--- config.mk ---
export PLATFORM = sky130hd
export DESIGN_NAME = lsu_decoder
export DESIGN_NICKNAME = d
export VERILOG_FILES = /design/src/degu_bus_pkg.sv /design/src/lsu_decoder.sv
export SDC_FILE = /design/constraint.sdc
export NUM_CORES = 1
export LEC_CHECK = 0
export BUFFER_PORTS_ARGS = -buffer_cell sky130_fd_sc_hd__clkbuf_2
export CAP_MARGIN = 30
export CORE_AREA = 2 2 39 41
export DETAILED_ROUTE_END_ITERATION = 16
export DIE_AREA = 0 0 41 43
export PLACE_DENSITY = 0.77
export REMOVE_ABC_BUFFERS = 1
export SLEW_MARGIN = 10
export SYNTH_ARGS = -nofsm -noshare
export SYNTH_HDL_FRONTEND = slang
export SYNTH_SLANG_ARGS = --single-unit
export TNS_END_PERCENT = 5
--- constraint.sdc ---
create_clock -name vclk -period 0.9
set_clock_uncertainty 0.15 [all_clocks]
set_input_delay 0 -clock vclk [all_inputs]
set_output_delay 0 -clock vclk [all_outputs]
set_load 0.02 [all_outputs]
--- src/degu_bus_pkg.sv ---
package degu_bus_pkg;

  ////////////////////////////////////////////////////////////////////////////
  // widths
  ////////////////////////////////////////////////////////////////////////////

  // data and address width
  localparam int unsigned XLEN = 32;
  // bytes per word and byte offset bits
  localparam int unsigned BLEN = XLEN/8;
  localparam int unsigned BLOG = $clog2(BLEN);

  ////////////////////////////////////////////////////////////////////////////
  // address map
  ////////////////////////////////////////////////////////////////////////////

  // memory 0x0000-0x3fff, peripherals 0x4000-0x7fff, above is unmapped
  localparam int unsigned PER_BIT = 14;
  // inside peripheral window, clear selects GPIO, set was the UART
  localparam int unsigned GPIO_BIT = 6;

  // GPIO register word offsets
  localparam int unsigned GPIO_OUT_OFS = 0;
  localparam int unsigned GPIO_ENA_OFS = 1;
  localparam int unsigned GPIO_INP_OFS = 2;

  ////////////////////////////////////////////////////////////////////////////
  // bus payloads
  ////////////////////////////////////////////////////////////////////////////

  // request, 69 bits
  typedef struct packed {
    logic            wen;  // write enable
    logic [XLEN-1:0] adr;  // byte address
    logic [BLEN-1:0] ben;  // byte enables
    logic [XLEN-1:0] wdt;  // write data
  } bus_req_t;

  // response, 33 bits
  typedef struct packed {
    logic [XLEN-1:0] rdt;  // read data
    logic            err;  // error
  } bus_rsp_t;

  // one-hot target select
  typedef struct packed {
    logic mem;
    logic gpio;
    logic none;
  } tgt_sel_t;

endpackage: degu_bus_pkg

--- src/lsu_decoder.sv ---
`timescale 1ns/10ps

module lsu_decoder (
  // request from the bus master
  input  degu_bus_pkg::bus_req_t req,
  input  logic                   req_vld,
  // target select
  output degu_bus_pkg::tgt_sel_t tgt_sel,
  // per target request valid
  output logic                   mem_vld,
  output logic                   gpio_vld
);

  import degu_bus_pkg::*;

////////////////////////////////////////////////////////////////////////////
// address classification
////////////////////////////////////////////////////////////////////////////

  // any bit above the peripheral window
  logic adr_high;
  // peripheral window bit
  logic adr_per;
  // UART window inside peripherals
  logic adr_uart;

  assign adr_high = |req.adr[XLEN-1:PER_BIT+1];
  assign adr_per  = req.adr[PER_BIT];
  assign adr_uart = req.adr[GPIO_BIT];

  // exactly one select bit is set
  always_comb begin
    tgt_sel = '0;
    if (adr_high) begin
      tgt_sel.none = 1'b1;
    end else if (!adr_per) begin
      tgt_sel.mem = 1'b1;
    end else if (!adr_uart) begin
      tgt_sel.gpio = 1'b1;
    end else begin
      // former UART window, nothing answers
      tgt_sel.none = 1'b1;
    end
  end

////////////////////////////////////////////////////////////////////////////
// valid steering
////////////////////////////////////////////////////////////////////////////

  // unmapped requests reach no target
  assign mem_vld  = req_vld & tgt_sel.mem;
  assign gpio_vld = req_vld & tgt_sel.gpio;

endmodule: lsu_decoder

==> Flow_metrics.wiki <==
{| class="wikitable"
! Metric !! Value
|-
| Initial cell density of the core || 0.0714
|-
| Switching share of power || 0.462
|-
| Violations in the final reports || negative setup slack
|-
| Unique cell type count in the Yosys netlist || 9
|-
| Count of standard-cell rows || 14
|-
| Delay of the slowest cell on the worst path || 320 ps
|-
| Total wire length || 756 um
|-
| Via-to-Cell Ratio || 4.13
|-
| Total grt overflow || 0
|-
| Clk_buf instances || 0
|-
| Highest clock rate || 866 MHz
|-
| Status || finished with violations
|-
| Final setup margin || -255 ps
|-
| Number of diodes added for antenna fixing || 0
|-
| Required time worst endpoint || 750 ps
|-
| First-pass GRT wire length || 821 um
|-
| Unrepaired setup endpoints after global routing || true
|-
| Cell area after technology mapping || 98.8 um^2
|-
| Detailed-route DRC error count || 0
|-
| Count of buffers from port buffering || 25
|-
| Power Dens Cells || 272 nW/um^2
|-
| Hold-critical path depth || 4
|-
| Layout overhead on the synthesized area || 282%
|-
| Wirelength per Cell || 12.6 um
|-
| Top routing layer in use || met3
|-
| Utilization after layout || 0.273
|-
| Most numerous cell types in the synthesized netlist || 3 x sky130_fd_sc_hd__nor3_1, 3 x sky130_fd_sc_hd__nor4_1, 2 x sky130_fd_sc_hd__inv_1, 2 x sky130_fd_sc_hd__nor4_2
|-
| Pre-Repair DR Iteration Count || 1
|-
| Die height || 43 um
|-
| Clk network pwr share || 0
|-
| Internal power component || 0.0000553 W
|-
| Via count of the first global-routing pass || 244
|-
| Type of the worst min-delay path || in2out
|-
| Cts-stage hold buffer count || 0
|-
| Transition at the pin with the smallest max-transition slack || 265 ps
|-
| Critical path buffer and inverter count || 2
|-
| Worst vdd rail ir drop || 65.9 uV
|-
| Initial antenna violation count || 0
|-
| Static leakage || 0.163 nW
|-
| Leading cell types by total area after synthesis || sky130_fd_sc_hd__nor4_2 25%, sky130_fd_sc_hd__nor4_1 19%, sky130_fd_sc_hd__nor3_1 15%
|-
| Terminating pin of the worst hold path || gpio_vld
|-
| Worst Path Class, Setup || in2out
|-
| Area enclosed by the die boundary || 1760 um^2
|-
| Post-CTS setup buffer count || 0
|-
| Total number of sequential cells || 0
|-
| Avg Synthesized Cell Area || 6.59 um^2
|-
| Crit Path Max Fanout || 5
|-
| Number of vias after detailed routing || 248
|-
| Final RePlAce weighted congestion || 0.460
|-
| Core outline area || 1380 um^2
|-
| Count of cell instances traversed by the critical path || 5
|-
| Setup_tns || -1130 ps
|-
| Fraction of power consumed by sequential logic || 0
|-
| Met2 wire length || 390 um
|-
| Final Hold Viols || 0
|-
| Area occupied by registers || 0 um^2
|-
| Number of fill cells || 147
|-
| Net Sw Power || 0.0000475 W
|-
| Syn. warnings || 0
|-
| Share of final-layout standard cells stronger than drive strength 1 || 0.886
|-
| Share of the yosys chip area belonging to registers || 0
|-
| Cells traversed along the worst timing path || clkbuf_2, nor4_4, nand3_4, nor4_2, buf_4
|-
| Cell count after synthesis || 15
|-
| Kind of end point of the critical path || output pin
|-
| Max Cap Viol || 0
|-
| Worst Setup Start Kind || input pin
|-
| Hpwl dp || 559 um
|-
| Met3 WL post-DR || 143 um
|-
| Pin count of the biggest net entering global routing || 6
|-
| Number of setup violations in the final report || 5
|-
| NumNets Final || 116
|-
| Final antenna-violating net count || 0
|-
| Cell with the biggest individual delay on the critical path || sky130_fd_sc_hd__nor4_4
|-
| Post-synth top area share || 0.253
|-
| Cell type contributing the most total cell area after synthesis || sky130_fd_sc_hd__nor4_2
|-
| Max-slew headroom at the worst pin || 0.822
|-
| DIE WIDTH || 41 um
|-
| Smallest hold slack || 246 ps
|-
| Final period util || 1.28
|-
| Hold path start || req[42]
|-
| Number of top-level design ports || 75
|-
| Aggregate global-route resource usage || 0.0699
|-
| CP top delay family || simple AND/OR/NAND/NOR gates
|-
| Clock period minus worst slack || 1150 ps
|-
| Max Slew Vio Count || 0
|-
| Detailed router's first-iteration violation count || 0
|-
| Data arrival at the endpoint of the critical path || 1000 ps
|-
| M1 WL || 222 um
|-
| Total Power || 0.000103 W
|-
| Combinational group share of total power || 1.000
|}
-- metal layers --
layer | vias up | GRT usage
met5 | - | 0
met4 | 0 | 0
met3 | 0 | 0.0262
met2 | 25 | 0.166
met1 | 104 | 0.0380
li1 | 119 | -
-- final cells by class --
type                            instances  area, um^2  share of cell area
Inverter                                2        7.51              0.0199
Multi-Input combinational cell         13         170               0.450
Timing Repair Buffer                   29         180               0.477
Tap cell                               16        20.0              0.0530
-- stage by stage --
stage                     std cells  setup WS (ps)  instance area (um^2)
final                            60           -255                   378
after global routing             60           -323                   378
after CTS                        60           -259                   334
after detailed placement         60           -287                   274
after global placement           60           -238                   274
after floorplan                  15           -369                  98.8
-- power groups by stage --
stage	sequential (W)	clock (W)	combinational, W
after global routing	0	0	0.000112
final	0	0	0.000103
after floorplan	0	0	0.0000105
after detailed placement	0	0	0.0000743
after global placement	0	0	0.0000731
after CTS	0	0	0.0000892
-- how the worst max path moves through the flow --
| stage | from | to | slack [ps] |
|---|---|---|---|
| 2_1_floorplan | req[59] | mem_vld | -370 |
| 3_3_place_gp | req[59] | mem_vld | -240 |
| 3_5_place_dp | req[55] | mem_vld | -290 |
| 4_1_cts | req[55] | mem_vld | -260 |
| 5_1_grt | req[59] | mem_vld | -320 |
| 6_report | req[55] | mem_vld | -250 |
-- repair_timing --
item | CTS | global route
pin swaps | 3 | 3
resized for setup | 12 | 11
cloned | 0 | 0
endpoints found under the setup margin | 5 | 5
hold endpoints to repair | 0 | 0
-- logic make-up after synthesis --
group | Yosys count | synth area share
simple gates | 12 | 0.835
buf+inv | 2 | 0.0760
compound gates | 1 | 0.0886
-- placed cells by master (no fill, tap or decap), types with 2 or more instances in the layout --
cell type	synthesis	layout
sky130_fd_sc_hd__buf_4	0	8
sky130_fd_sc_hd__clkbuf_2	0	19
sky130_fd_sc_hd__inv_1	2	2
sky130_fd_sc_hd__nor3_2	0	3
sky130_fd_sc_hd__nor4_4	0	4
No activity file was read; power rests on OpenSTA's default activity.
