`config.mk`:
```
export PLATFORM = sky130hd
export DESIGN_NAME = gpio_controller
export DESIGN_NICKNAME = d
export VERILOG_FILES = /design/src/degu_bus_pkg.sv /design/src/gpio_controller.sv
export SDC_FILE = /design/constraint.sdc
export NUM_CORES = 1
export LEC_CHECK = 0
export BUFFER_PORTS_ARGS = -buffer_cell sky130_fd_sc_hd__buf_2
export CAP_MARGIN = 5
export CORE_MARGIN = 1.5
export CORE_UTILIZATION = 49
export DETAILED_ROUTE_END_ITERATION = 8
export PLACE_DENSITY_LB_ADDON = 0.2
export SETUP_SLACK_MARGIN = 0.1
export SLEW_MARGIN = 20
export SYNTH_ARGS = -nofsm -noshare
export SYNTH_HDL_FRONTEND = slang
export SYNTH_SLANG_ARGS = --single-unit
```
`constraint.sdc`:
```
create_clock -name clk -period 1.4 [get_ports clk]
set_input_delay 0.14 -clock clk [delete_from_list [all_inputs] [get_ports clk]]
set_output_delay 0.14 -clock clk [all_outputs]
set_load 0.02 [all_outputs]
```
`src/degu_bus_pkg.sv`:
```
package degu_bus_pkg;

  ////////////////////////////////////////////////////////////////////////////
  // widths
  ////////////////////////////////////////////////////////////////////////////

  // data and address width
  localparam int unsigned XLEN = 32;
  // bytes per word and byte offset bits
  localparam int unsigned BLEN = XLEN/8;
  localparam int unsigned BLOG = $clog2(BLEN);

  ////////////////////////////////////////////////////////////////////////////
  // address map
  ////////////////////////////////////////////////////////////////////////////

  // memory 0x0000-0x3fff, peripherals 0x4000-0x7fff, above is unmapped
  localparam int unsigned PER_BIT = 14;
  // inside peripheral window, clear selects GPIO, set was the UART
  localparam int unsigned GPIO_BIT = 6;

  // GPIO register word offsets
  localparam int unsigned GPIO_OUT_OFS = 0;
  localparam int unsigned GPIO_ENA_OFS = 1;
  localparam int unsigned GPIO_INP_OFS = 2;

  ////////////////////////////////////////////////////////////////////////////
  // bus payloads
  ////////////////////////////////////////////////////////////////////////////

  // request, 69 bits
  typedef struct packed {
    logic            wen;  // write enable
    logic [XLEN-1:0] adr;  // byte address
    logic [BLEN-1:0] ben;  // byte enables
    logic [XLEN-1:0] wdt;  // write data
  } bus_req_t;

  // response, 33 bits
  typedef struct packed {
    logic [XLEN-1:0] rdt;  // read data
    logic            err;  // error
  } bus_rsp_t;

  // one-hot target select
  typedef struct packed {
    logic mem;
    logic gpio;
    logic none;
  } tgt_sel_t;

endpackage: degu_bus_pkg

```
`src/gpio_controller.sv`:
```
`timescale 1ns/10ps

module gpio_controller #(
  // GPIO width, at most XLEN
  parameter int unsigned GW = 32
)(
  input  logic                   clk,
  input  logic                   reset,
  // request
  input  logic                   vld,
  input  degu_bus_pkg::bus_req_t req,
  // registered response
  output degu_bus_pkg::bus_rsp_t rsp,
  // pins
  output logic [GW-1:0]          gpio_o,
  output logic [GW-1:0]          gpio_e,
  input  logic [GW-1:0]          gpio_i
);

  import degu_bus_pkg::*;

  // word offset width inside the GPIO window
  localparam int unsigned OW = GPIO_BIT - BLOG;

  // register word offset
  logic [OW-1:0]   ofs;
  // synchronizer first stage and input register
  logic [GW-1:0]   gpio_s;
  logic [GW-1:0]   gpio_r;
  // read mux and its register
  logic [XLEN-1:0] rmx;
  logic [XLEN-1:0] rdt;

  assign ofs = req.adr[GPIO_BIT-1:BLOG];

////////////////////////////////////////////////////////////////////////////
// output and enable registers
////////////////////////////////////////////////////////////////////////////

  // per bit write, enabled by the byte holding that bit
  always_ff @(posedge clk) begin
    if (reset) begin
      gpio_o <= '0;
      gpio_e <= '0;
    end else if (vld && req.wen) begin
      for (int i = 0; i < GW; i++) begin
        if (req.ben[i/8]) begin
          if (ofs == OW'(GPIO_OUT_OFS)) gpio_o[i] <= req.wdt[i];
          if (ofs == OW'(GPIO_ENA_OFS)) gpio_e[i] <= req.wdt[i];
        end
      end
    end
  end

  // two flop input synchronizer
  always_ff @(posedge clk) begin
    gpio_s <= gpio_i;
    gpio_r <= gpio_s;
  end

////////////////////////////////////////////////////////////////////////////
// read response
////////////////////////////////////////////////////////////////////////////

  // zero extended register select, unused offsets read 0
  always_comb begin
    case (ofs)
      OW'(GPIO_OUT_OFS): rmx = XLEN'(gpio_o);
      OW'(GPIO_ENA_OFS): rmx = XLEN'(gpio_e);
      OW'(GPIO_INP_OFS): rmx = XLEN'(gpio_r);
      default:           rmx = '0;
    endcase
  end

  // stores answer with zero
  always_ff @(posedge clk) begin
    if (vld) rdt <= req.wen ? '0 : rmx;
  end

  assign rsp = '{rdt: rdt, err: 1'b0};

endmodule: gpio_controller

```
==> impl_summary.txt <==
----------------------------------------------------
[Logic synthesis]
  Synth Flop Type ... sky130_fd_sc_hd__dfxtp_1
  Per-instance average area after synthesis ... 12.7 um^2
  Cells after Synth ... 437
  Leading cell type by number of instances after synthesis ... sky130_fd_sc_hd__dfxtp_1
  Most area-consuming cells after synthesis ... sky130_fd_sc_hd__dfxtp_1 (46%), sky130_fd_sc_hd__edfxtp_1 (17%), sky130_fd_sc_hd__mux2i_1 (11%), sky130_fd_sc_hd__nand2b_1 (11%), sky130_fd_sc_hd__a222oi_1 (4.0%)
  Mapped cell area ... 5570 um^2
  #FFs+latches synth ... 160
  Share of async-settable or async-resettable flops after synthesis ... 0
  Syn nets ... 541
  Number of warnings reported in the yosys synthesis log ... 0
  Area leader, netlist ... sky130_fd_sc_hd__dfxtp_1
  Area fraction of the dominant cell type after synthesis ... 0.460
  Count of flip-flops with a built-in enable after synthesis ... 32
  Sequential share of the synthesized area ... 0.632
  Count of different cell masters after synthesis ... 20
  Leading post-synthesis cells by instance count ... sky130_fd_sc_hd__dfxtp_1 (128), sky130_fd_sc_hd__nand2b_1 (96), sky130_fd_sc_hd__mux2i_1 (64)

[Critical path]
  Slowest stage cell on the critical path ... sky130_fd_sc_hd__nor4b_4
  Setup slack of the worst register-to-register path ... 0.34 ns
  Crit path kind ... primary input to flop
  Series of cell instances along the critical path ... buf_2 -> buf_4 -> nor4b_4 -> buf_4 -> nand4_2 -> buf_12 -> mux2i_1
  Cell family with most CP delay ... buffers and inverters
  Buf/Inv on CP ... 4
  Data arrival time of the critical path ... 1.48 ns
  Worst path most repeated cell ... sky130_fd_sc_hd__buf_4
  Critical Path Source Type ... primary input
  Largest stage delay on the critical path ... 0.30 ns
  Crit end category ... flop
  Worst-path fanout max ... 8
  Critical path required time ... 1.73 ns

[Clock tree]
  Worst skew pair latency ... 0.42 ns
  Post-CTS setup buffer count ... 0
  Worst-case clock buffer depth ... 2
  CTS tree ... done
  Clock slew seen by the registers of the worst setup and hold paths ... 0.06 ns
  Depth of the CTS H-tree ... 4
  Clock sinks ... 160
  Number of buffers created by CTS ... 17
  Cell at the root of the clock tree ... sky130_fd_sc_hd__clkbuf_16

[Die]
  Area inside the core boundary ... 11,000 um^2
  I/O pin total ... 201
  Site row count ... 38
  Initial core utilization ... 0.507
  Horizontal die dimension ... 110 um
  Die outline height ... 110 um
  Die area ... 12,000 um^2

[Layout]
  Count of filler cells inserted in the layout ... 773
  Final Net Count ... 777
  Number of diodes added for antenna fixing ... 0
  Post-Layout Inst Area ... 7930 um^2
  Area growth syn-to-layout ... 42.3%
  Layout cells sized above 1 ... 0.367

[Place]
  Cell area after placement ... 6810 um^2
  Gpl congestion ... 0.810
  Detailed Place HPWL ... 9200 um
  Worst setup timing slack at the placement stage ... -0.310 ns
  Number of buffer cells added on primary ports ... 171

[Global route]
  Total gr overflow ... 0
  Global-route wire length before repair ... 22,000 um
  Via count of the first global-routing pass ... 4,302
  Total routing resource utilization after global routing ... 0.249
  Largest net degree at the start of global routing ... 97
  Initial antenna violation count ... 2

[Routing]
  Detailed Routing Iterations Pass 1 ... 6
  Detail-routed via count per cell ... 5.15
  Routed vias ... 4,257
  DRC violation count after routing ... 0
  Overall routed net length ... 14,400 um
  Number of nets with antenna violations after detailed routing ... 0
  Mean routed wirelength per cell ... 17.5 um
  Violation count after the first detailed-routing iteration ... 288

[Timing]
  Post-route fraction of the period consumed by the critical path ... 0.820
  Timing-limited maximum frequency ... 871 MHz
  Minimum setup slack in the final design ... 0.252 ns
  Normalized max-slew margin ... 0.553
  Final number of setup-violating endpoints ... 0
  Unrepaired setup endpoints after global routing ... false
  Number of pins exceeding their max-slew limit in the final report ... 0
  Worst slew pin tran ... 0.668 ns
  Worst clock skew on the final layout ... 0.00757 ns
  Final min period ... 1.15 ns
  Final-report hold violation count ... 0
  Final hold slack ... 0.0167 ns

[Power and ir drop]
  Tot Pwr ... 10.7 mW
  Max rail drop VDD ... 1.02 mV
  Total power density per cell area ... 1350 nW/um^2
  Leakage component of the power ... 3.59 nW

[Worst hold path]
  Path type of the worst min-delay path ... primary input to flop

[Flow run]
  Max-cap check violation count ... 0

[Status]
  Outcome ... finished, final reports clean

----------------------------------------------------
## layer usage
layer / global-route usage / routed length [um]
met4: 0.112 / 293
met2: 0.423 / 7290
met3: 0.0830 / 1250
met1: 0.283 / 5570
met5: 0 / 23
## cells by family (layout without fill, tap and decap cells)
family,after synthesis,in the layout,share of synthesized area
simple gates,141,141,0.156
buf+inv,28,277,0.0209
compound gates,33,33,0.0550
flops,160,160,0.632
other cells,1,1,0.000673
mux,74,74,0.135
## cell usage in the layout (no fill, tap or decap), drive strengths merged, types with 2 or more instances in the layout
cell and count:
dlygate4sd3 44, inv 7, mux2i 64, nand2b 96, mux2 10, nor2b 2
buf 201, bufinv 4, edfxtp 32, and4 4, nand4 4, clkbuf 19
nor2 32, a222oi 22, dfxtp 128, clkinv 2, a22oi 10
## metrics by stage
step | instances | util | TNS (ns)
6_report | 826 | 0.722 | 0
3_5_place_dp | 750 | 0.620 | -11.26
2_1_floorplan | 437 | - | 0
5_1_grt | 826 | 0.722 | 0
3_3_place_gp | 750 | 0.620 | -9.60
4_1_cts | 826 | 0.722 | 0
## worst register-to-register path: cells and delay by family (launching register included)
kind / cells / cell delay [ns]
flip-flops: 1 / 0.33
AND/OR/NAND/NOR: 1 / 0.06
AO/OA/AOI/OAI: 1 / 0.16
multiplexers: 1 / 0.27
## registers in the layout, indices dropped and copies added, names as in the netlist
| signal | count |
|---|---|
| gpio_e | 32 |
| gpio_s | 32 |
| rdt | 32 |
| gpio_o | 32 |
| gpio_r | 32 |
## where the power goes
| group | internal (mW) | switching [mW] |
|---|---|---|
| logic | 0.326 | 0.323 |
| registers | 4.84 | 0.0456 |
| clock network | 3.23 | 1.91 |
## cell type report
type | count | area, um^2 | share of cell area
flip-flops and latches | 160 | 3520 | 0.445
multi-input cells | 249 | 1950 | 0.246
clock inverters | 13 | 191 | 0.0242
well taps | 140 | 175 | 0.0221
clock buffers | 19 | 475 | 0.0600
repair buffers | 245 | 1610 | 0.203
## worst paths after layout
check / startpoint / end / depth (start not counted)
min: req[27] / gpio_e[27]$_SDFFE_PP0P_ / 3
max reg2reg: gpio_o[24]$_SDFFE_PP0P_ / rdt[24]$_SDFFCE_PP0P_ / 3
max: req[39] / gpio_e[17]$_SDFFE_PP0P_ / 7
min reg2reg: gpio_s[22]$_DFF_P_ / gpio_r[22]$_DFF_P_ / 0
## timing repair
action / CTS / global route
setup endpoints to repair: 4 / 0
hold buffers: 44 / 0
hold endpoints to repair: 50 / 0
resized for setup: 2 / 0
Power figures use the tool's default switching activity.
