$ cat config.mk
export PLATFORM = sky130hd
export DESIGN_NAME = response_combiner
export DESIGN_NICKNAME = d
export VERILOG_FILES = /design/src/degu_bus_pkg.sv /design/src/response_combiner.sv
export SDC_FILE = /design/constraint.sdc
export NUM_CORES = 1
export LEC_CHECK = 0
export ABC_AREA = 1
export BUFFER_PORTS_ARGS = -buffer_cell sky130_fd_sc_hd__buf_4
export CAP_MARGIN = 20
export CORE_MARGIN = 2
export CORE_UTILIZATION = 32
export DETAILED_ROUTE_END_ITERATION = 12
export PLACE_DENSITY = 0.95
export RECOVER_POWER = 100
export SLEW_MARGIN = 10
export SYNTH_ARGS = -nofsm -noshare
export SYNTH_HDL_FRONTEND = slang
export SYNTH_SLANG_ARGS = --single-unit
export TNS_END_PERCENT = 1
$ cat constraint.sdc
create_clock -name clk -period 1.9 [get_ports clk]
set_clock_uncertainty 0.2 [all_clocks]
set_input_delay 0.285 -clock clk [delete_from_list [all_inputs] [get_ports clk]]
set_output_delay 0.285 -clock clk [all_outputs]
set_load 0.01 [all_outputs]
$ cat src/degu_bus_pkg.sv
package degu_bus_pkg;

  ////////////////////////////////////////////////////////////////////////////
  // widths
  ////////////////////////////////////////////////////////////////////////////

  // data and address width
  localparam int unsigned XLEN = 32;
  // bytes per word and byte offset bits
  localparam int unsigned BLEN = XLEN/8;
  localparam int unsigned BLOG = $clog2(BLEN);

  ////////////////////////////////////////////////////////////////////////////
  // address map
  ////////////////////////////////////////////////////////////////////////////

  // memory 0x0000-0x3fff, peripherals 0x4000-0x7fff, above is unmapped
  localparam int unsigned PER_BIT = 14;
  // inside peripheral window, clear selects GPIO, set was the UART
  localparam int unsigned GPIO_BIT = 6;

  // GPIO register word offsets
  localparam int unsigned GPIO_OUT_OFS = 0;
  localparam int unsigned GPIO_ENA_OFS = 1;
  localparam int unsigned GPIO_INP_OFS = 2;

  ////////////////////////////////////////////////////////////////////////////
  // bus payloads
  ////////////////////////////////////////////////////////////////////////////

  // request, 69 bits
  typedef struct packed {
    logic            wen;  // write enable
    logic [XLEN-1:0] adr;  // byte address
    logic [BLEN-1:0] ben;  // byte enables
    logic [XLEN-1:0] wdt;  // write data
  } bus_req_t;

  // response, 33 bits
  typedef struct packed {
    logic [XLEN-1:0] rdt;  // read data
    logic            err;  // error
  } bus_rsp_t;

  // one-hot target select
  typedef struct packed {
    logic mem;
    logic gpio;
    logic none;
  } tgt_sel_t;

endpackage: degu_bus_pkg

$ cat src/response_combiner.sv
`timescale 1ns/10ps

module response_combiner (
  input  logic                   clk,
  input  logic                   reset,
  // request side
  input  logic                   req_vld,
  input  degu_bus_pkg::tgt_sel_t tgt_sel,
  // target responses
  input  degu_bus_pkg::bus_rsp_t mem_rsp,
  input  degu_bus_pkg::bus_rsp_t gpio_rsp,
  // response to the bus master
  output logic                   rsp_vld,
  output degu_bus_pkg::bus_rsp_t rsp
);

  import degu_bus_pkg::*;

  // select of the request in flight, cleared when idle
  tgt_sel_t sel;

  // one cycle delay matching the targets
  always_ff @(posedge clk) begin
    if (reset) begin
      rsp_vld <= 1'b0;
      sel     <= '0;
    end else begin
      rsp_vld <= req_vld;
      sel     <= req_vld ? tgt_sel : '0;
    end
  end

  // response mux
  always_comb begin
    rsp = '0;
    if (sel.mem) begin
      rsp = mem_rsp;
    end else if (sel.gpio) begin
      rsp = gpio_rsp;
    end else if (sel.none) begin
      // unmapped, no data
      rsp.rdt = '0;
      rsp.err = 1'b1;
    end
  end

endmodule: response_combiner

==> results of run 1 <==
## logic make-up after synthesis
logic type | Yosys count | synth area share [%]
buffers and inverters | 20 | 21.9
flip-flops | 4 | 11.1
AND/OR/NAND/NOR | 105 | 67.0
## layout make-up
| class | instances | area [µm²] | share of cell area (%) |
|---|---|---|---|
| Clock buffer | 3 | 22.5 | 1.63 |
| Inverter | 9 | 41.3 | 2.98 |
| Multi-Input combinational cell | 105 | 475 | 34.3 |
| Sequential cell | 4 | 80.1 | 5.78 |
| Tap cell | 28 | 35.0 | 2.53 |
| Timing Repair Buffer | 109 | 731 | 52.8 |
## through the flow
stage	total power, W	area (µm²)
3_5_place_dp	0.000348	1460
6_report	0.000428	1390
2_1_floorplan	0.000187	724
4_1_cts	0.000457	1480
5_1_grt	0.000462	1390
3_3_place_gp	0.000344	1460
## layer usage
| layer | vias up | GRT usage [%] | share of wire (%) | wire (µm) |
|---|---|---|---|---|
| li1 | 602 | - | - | - |
| met1 | 474 | 17.8 | 37 | 951 |
| met2 | 56 | 31.2 | 50 | 1310 |
| met3 | 2 | 5.75 | 12 | 324 |
| met4 | 0 | 5.70 | 0.42 | 11 |
| met5 | - | 0 | 0 | 0 |
## cells in the final DEF, fill, tap and decap left out
cell      instances
buf_4            83
nand2_1          68
nand3_1          25
clkbuf_1         22
nand3_2           8
inv_1             8
clkbuf_4          5
nor2_1            4
dfxtp_1           4
clkbuf_2          2
inv_8             1
## flip-flops by register name (all words and copies together) (netlist names)
name and cells:
rsp_vld 1, sel 3
## worst paths after layout
kind,start,endpoint
worst max-delay path,sel[2],rsp[21]
worst min-delay path,reset,rsp_vld
## power breakdown
| group | internal [W] | switching, W | leakage [nW] |
|---|---|---|---|
| sequential | 0.0000882 | 0.00000390 | 0.0330 |
| clock | 0.0000705 | 0.0000333 | 0.0138 |
| combinational | 0.000137 | 0.0000946 | 0.778 |
| total | 0.000296 | 0.000132 | 0.825 |
==> results.yml, run 1 <==
yosys:
  synth_warnings: 0
  syn_area_per_cell_um2: 5.62
  synth-edff-count: 0
  synth_area_leaders: "nand2_1 35%, nand3_1 16%, nand3_2 14%"
  synth_top_area_share_pct: 35.2
  synth-async-reset-ratio_pct: 0
  synth_most_common_cell: "nand2_1"
  synth_ff_type: "dfxtp_1"
  ys_types: 11
  ys_ff_latch: 4
  netlist_area_um2: 724
  synthTopCellsByCount: "68 x nand2_1, 23 x nand3_1, 10 x nand3_2"
  synth.net_count: 201
  yosysSeqAreaShare_pct: 11.1
  yosys.area.top_type: "nand2_1"
  synthCells: 129
critical_path:
  path_depth: 4
  crit_fanout: 24
  crit_chain: "buf_4, nand2_1, nand2_1, clkbuf_1"
  slowest_stage: "dfxtp_1"
  required_ns: 1.41
  crit_arrival_ns: 1.30
  critPathMaxStageDelay_ns: 0.44
  endpoint_kind: "output pin"
  path_class: "flop to output pin"
  start_kind: "flop"
  crit_top_cell: "nand2_1"
  critPathTopFamily: "buffers and inverters"
  worst-path-buf-inv: 2
floorplan:
  core_mm2: 0.00217
  die_h_um: 51.6
  ioPinCount: 106
  die_w_um: 51.6
  die_area_mm2: 0.00266
  rows: 17
  start_util_pct: 33.4
routing:
  detail_route.vias_per_cell: 4.40
  drc: 0
  detail_route.first_pass.iterations: 7
  drtIter0Drc: 10
  vias: 1134
  wl_per_cell_um: 10.1
  wl_um: 2600
  antenna_left: 0
placement:
  portBuffers: 105
  hpwlAfterDp_um: 2090
  dpl_worst_slack_ns: 0.338
  gp_congestion: 0.621
  dp.cells: 255
cts:
  post_cts_buffers: 0
  cts_hold_buf: 0
  root_buffer: "clkbuf_4"
  cts_made_buffers: 3
  cts_resized: 0
  clock_path_buffers: 2
  tritoncts: "done"
  clk_pin_slew_ns: 0.04
  clock_sinks: 4
  cts_max_level: 1
global_route:
  grt_pass1_wl_um: 3570
  grt-ovfl-total: 0
  globalRouteTotalUtil_pct: 16.9
  antenna_found_initial: 0
  grt_pass1_vias: 918
  grt_start_max_net_pins: 34
timing:
  rsz0062_at_grt: "no"
  finalSetupTns_ns: 0
  hold_violations: 0
  finalCritPeriodShare_pct: 94.1
  setup_viol: 0
  whs_ns: 0.0395
  tightest_slew_ns: 0.278
  setup_slack_ns: 0.111
  timing.fmax_mhz: 559
  slew_violations: 0
  max-slew-margin-rel_pct: 81.4
  finalCriticalPeriod_ns: 1.79
layout:
  fin_cells: 258
  drive_above_1_share_pct: 43.0
  utilization_pct: 63.8
  diodes: 0
  fill_cells: 227
  fin_nets: 304
  area.growth.synth_to_final_pct: 91.2
run_status:
  status: "completed"
pwr:
  p_leak_nw: 0.825
  vdd_drop_max_uv: 267
  cellPowerDensity_mw_per_mm2: 309
worst_hold_path:
  hold_depth: 2
  hp-class: "input pin to flop"
run:
  cap_violations: 0
(Power assumes the default switching activity.)
==> inputs of run 2 (changes only) <==
--- a/config.mk
+++ b/config.mk
@@ -5,11 +5,10 @@
 export SDC_FILE = /design/constraint.sdc
 export NUM_CORES = 1
 export LEC_CHECK = 0
-export ABC_AREA = 1
 export BUFFER_PORTS_ARGS = -buffer_cell sky130_fd_sc_hd__buf_4
 export CAP_MARGIN = 20
 export CORE_MARGIN = 2
-export CORE_UTILIZATION = 32
+export CORE_UTILIZATION = 26
 export DETAILED_ROUTE_END_ITERATION = 12
 export PLACE_DENSITY = 0.95
 export RECOVER_POWER = 100
==> constraint.sdc (replaced) <==
create_clock -name clk -period 1.9 [get_ports clk]
set_clock_uncertainty 0.2 [all_clocks]
set_input_delay 0.38 -clock clk [delete_from_list [all_inputs] [get_ports clk]]
set_output_delay 0.38 -clock clk [all_outputs]
set_load 0.01 [all_outputs]
==> run 2 against run 1 <==
  * Total power grew 1.6%
  * Worst hold slack better by 0.11 ns
  * Clock power about the same
  * Area after synthesis is 28% lower
  * Synthesized cell count is 57% lower
  * Critical path depth stayed put
  * Routed wire length is 9.4% lower
  * Critical endpoint is now rsp[27]
  * Largest cell class unchanged
  * Largest power group unchanged
==> results.yml, run 2 <==
run_status:
  status: "completed"
placement:
  hpwlAfterDp_um: 2000
  dpl_worst_slack_ns: 0.235
  gp_congestion: 0.645
  portBuffers: 105
pwr:
  total_power_w: 0.000435
  vdd_drop_max_uv: 413
  p_leak_nw: 0.693
  cellPowerDensity_mw_per_mm2: 335
yosys:
  synth_ff_type: "dfxtp_1"
  synth-edff-count: 0
  syn_area_per_cell_um2: 9.42
  yosys.area.top_type: "a22o_2"
  netlist_area_um2: 518
  synthTopCellsByCount: "26 x a22o_2, 5 x nand2_1, 4 x a22o_1, 4 x buf_6, 4 x dfxtp_1"
  synthCells: 55
  ys_types: 11
  synth_most_common_cell: "a22o_2"
  synth-async-reset-ratio_pct: 0
  yosysSeqAreaShare_pct: 15.5
  synth_top_area_share_pct: 50.2
  synth_warnings: 0
  ys_ff_latch: 4
  synth.net_count: 127
  synth_area_leaders: "a22o_2 50%, dfxtp_1 15%, buf_6 8.7%"
worst_hold_path:
  hp-class: "input pin to flop"
layout:
  largest_register_ffs: 3
  most-common-layout-cells: "94 x buf_4, 26 x a22o_2, 10 x clkbuf_1"
  mostFrequentLayoutCell: "buf_4"
  drive_above_1_share_pct: 81.9
  diodes: 0
  fill_cells: 169
  largest_registers: "sel x3, rsp_vld x1"
  area.growth.synth_to_final_pct: 150
  fin_nets: 234
  max_flop_register: "sel"
routing:
  drtIter0Drc: 5
  detail_route.vias_per_cell: 4.70
  antenna_left: 0
  drc: 0
  vias: 879
  wl_um: 2350
  wl_per_cell_um: 12.6
  detail_route.first_pass.iterations: 4
timing:
  finalCriticalPeriod_ns: 1.82
  hold_violations: 0
  max-slew-margin-rel_pct: 88.2
  timing.fmax_mhz: 550
  tightest_slew_ns: 0.176
  finalSetupTns_ns: 0
  rsz0062_at_grt: "no"
  slew_violations: 0
  finalCritPeriodShare_pct: 95.7
  setup_viol: 0
  setup_slack_ns: 0.0810
critical_path:
  crit_top_cell: "buf_4"
  crit_chain: "nor2b_4, buf_4, a22o_2, buf_4"
  crit_fanout: 14
  crit_arrival_ns: 1.24
  required_ns: 1.32
  slowest_stage: "dfxtp_2"
  endpoint_kind: "output pin"
  path_class: "flop to output pin"
  critPathMaxStageDelay_ns: 0.41
  start_kind: "flop"
cts:
  post_cts_buffers: 0
  cts_max_level: 1
  clk_pin_slew_ns: 0.04
  root_buffer: "clkbuf_4"
  clock_path_buffers: 2
  cts_made_buffers: 3
  clock_sinks: 4
  tritoncts: "done"
floorplan:
  core_mm2: 0.00192
  ioPinCount: 106
  rows: 16
  die_w_um: 48.6
  start_util_pct: 27.0
  die_area_mm2: 0.00237
  die_h_um: 48.6
global_route:
  globalRouteTotalUtil_pct: 18.8
  grt_start_max_net_pins: 17
  antenna_found_initial: 0
  grt_pass1_wl_um: 3560
  grt_pass1_vias: 868
  grt-ovfl-total: 0
run:
  cap_violations: 0
run 2: repair_timing:
action / CTS / global route
setup endpoints to repair: 25 / 30
hold buffers: 0 / 0
resized for setup: 1 / 2
run 2: final timing paths:
kind / slack, ns / depth (start not counted) / startpoint / end
max: 0.08 / 4 / sel[2] / rsp[27]
min: 0.15 / 2 / tgt_sel[1] / sel[1]
run 2: logic make-up after synthesis:
group                  Yosys count  synth area share [%]
AOI/OAI and AO/OA               33                  59.9
and+or+nand+nor                 10                  11.1
muxes                            1                  1.93
DFF                              4                  15.5
buffers and inverters            7                  11.6
run 2: cell type report:
class / instances / area (µm²) / share of cell area [%]
flip-flops and latches: 4 / 82.6 / 6.37
repair buffers: 109 / 779 / 60.1
well taps: 27 / 33.8 / 2.61
clock buffers: 3 / 22.5 / 1.74
multi-input cells: 44 / 378 / 29.2
run 2: worst max-delay path: cells and delay by family, from the launching register on:
kind,cells,cell delay (ns)
buffers and inverters,2,0.32
flip-flops,1,0.41
AO/OA/AOI/OAI,1,0.22
AND/OR/NAND/NOR,1,0.06
run 2: metal layers:
layer / vias to the layer above / part of all wire, % / GRT usage (%)
met5: - / 0 / 0
met4: 0 / 1.6 / 6.19
met3: 6 / 9.5 / 6.17
met2: 54 / 54 / 38.1
met1: 386 / 34 / 17.0
li1: 433 / - / -
run 2: power by group:
| part | total [W] | internal, W | switching [W] |
|---|---|---|---|
| registers | 0.0000923 | 0.0000885 | 0.00000381 |
| clock network | 0.000106 | 0.0000707 | 0.0000352 |
| logic | 0.000236 | 0.000159 | 0.0000775 |
run 2: stage by stage:
stage / hold WS (ns) / cells / util (%) / instance area, µm²
floorplan: 0.274 / 55 / - / 518
global placement: 0.367 / 184 / 68.2 / 1310
CTS: 0.123 / 187 / 69.4 / 1330
global route: 0.145 / 187 / 67.4 / 1300
finish: 0.148 / 187 / 67.4 / 1300
detailed placement: 0.374 / 184 / 68.2 / 1310
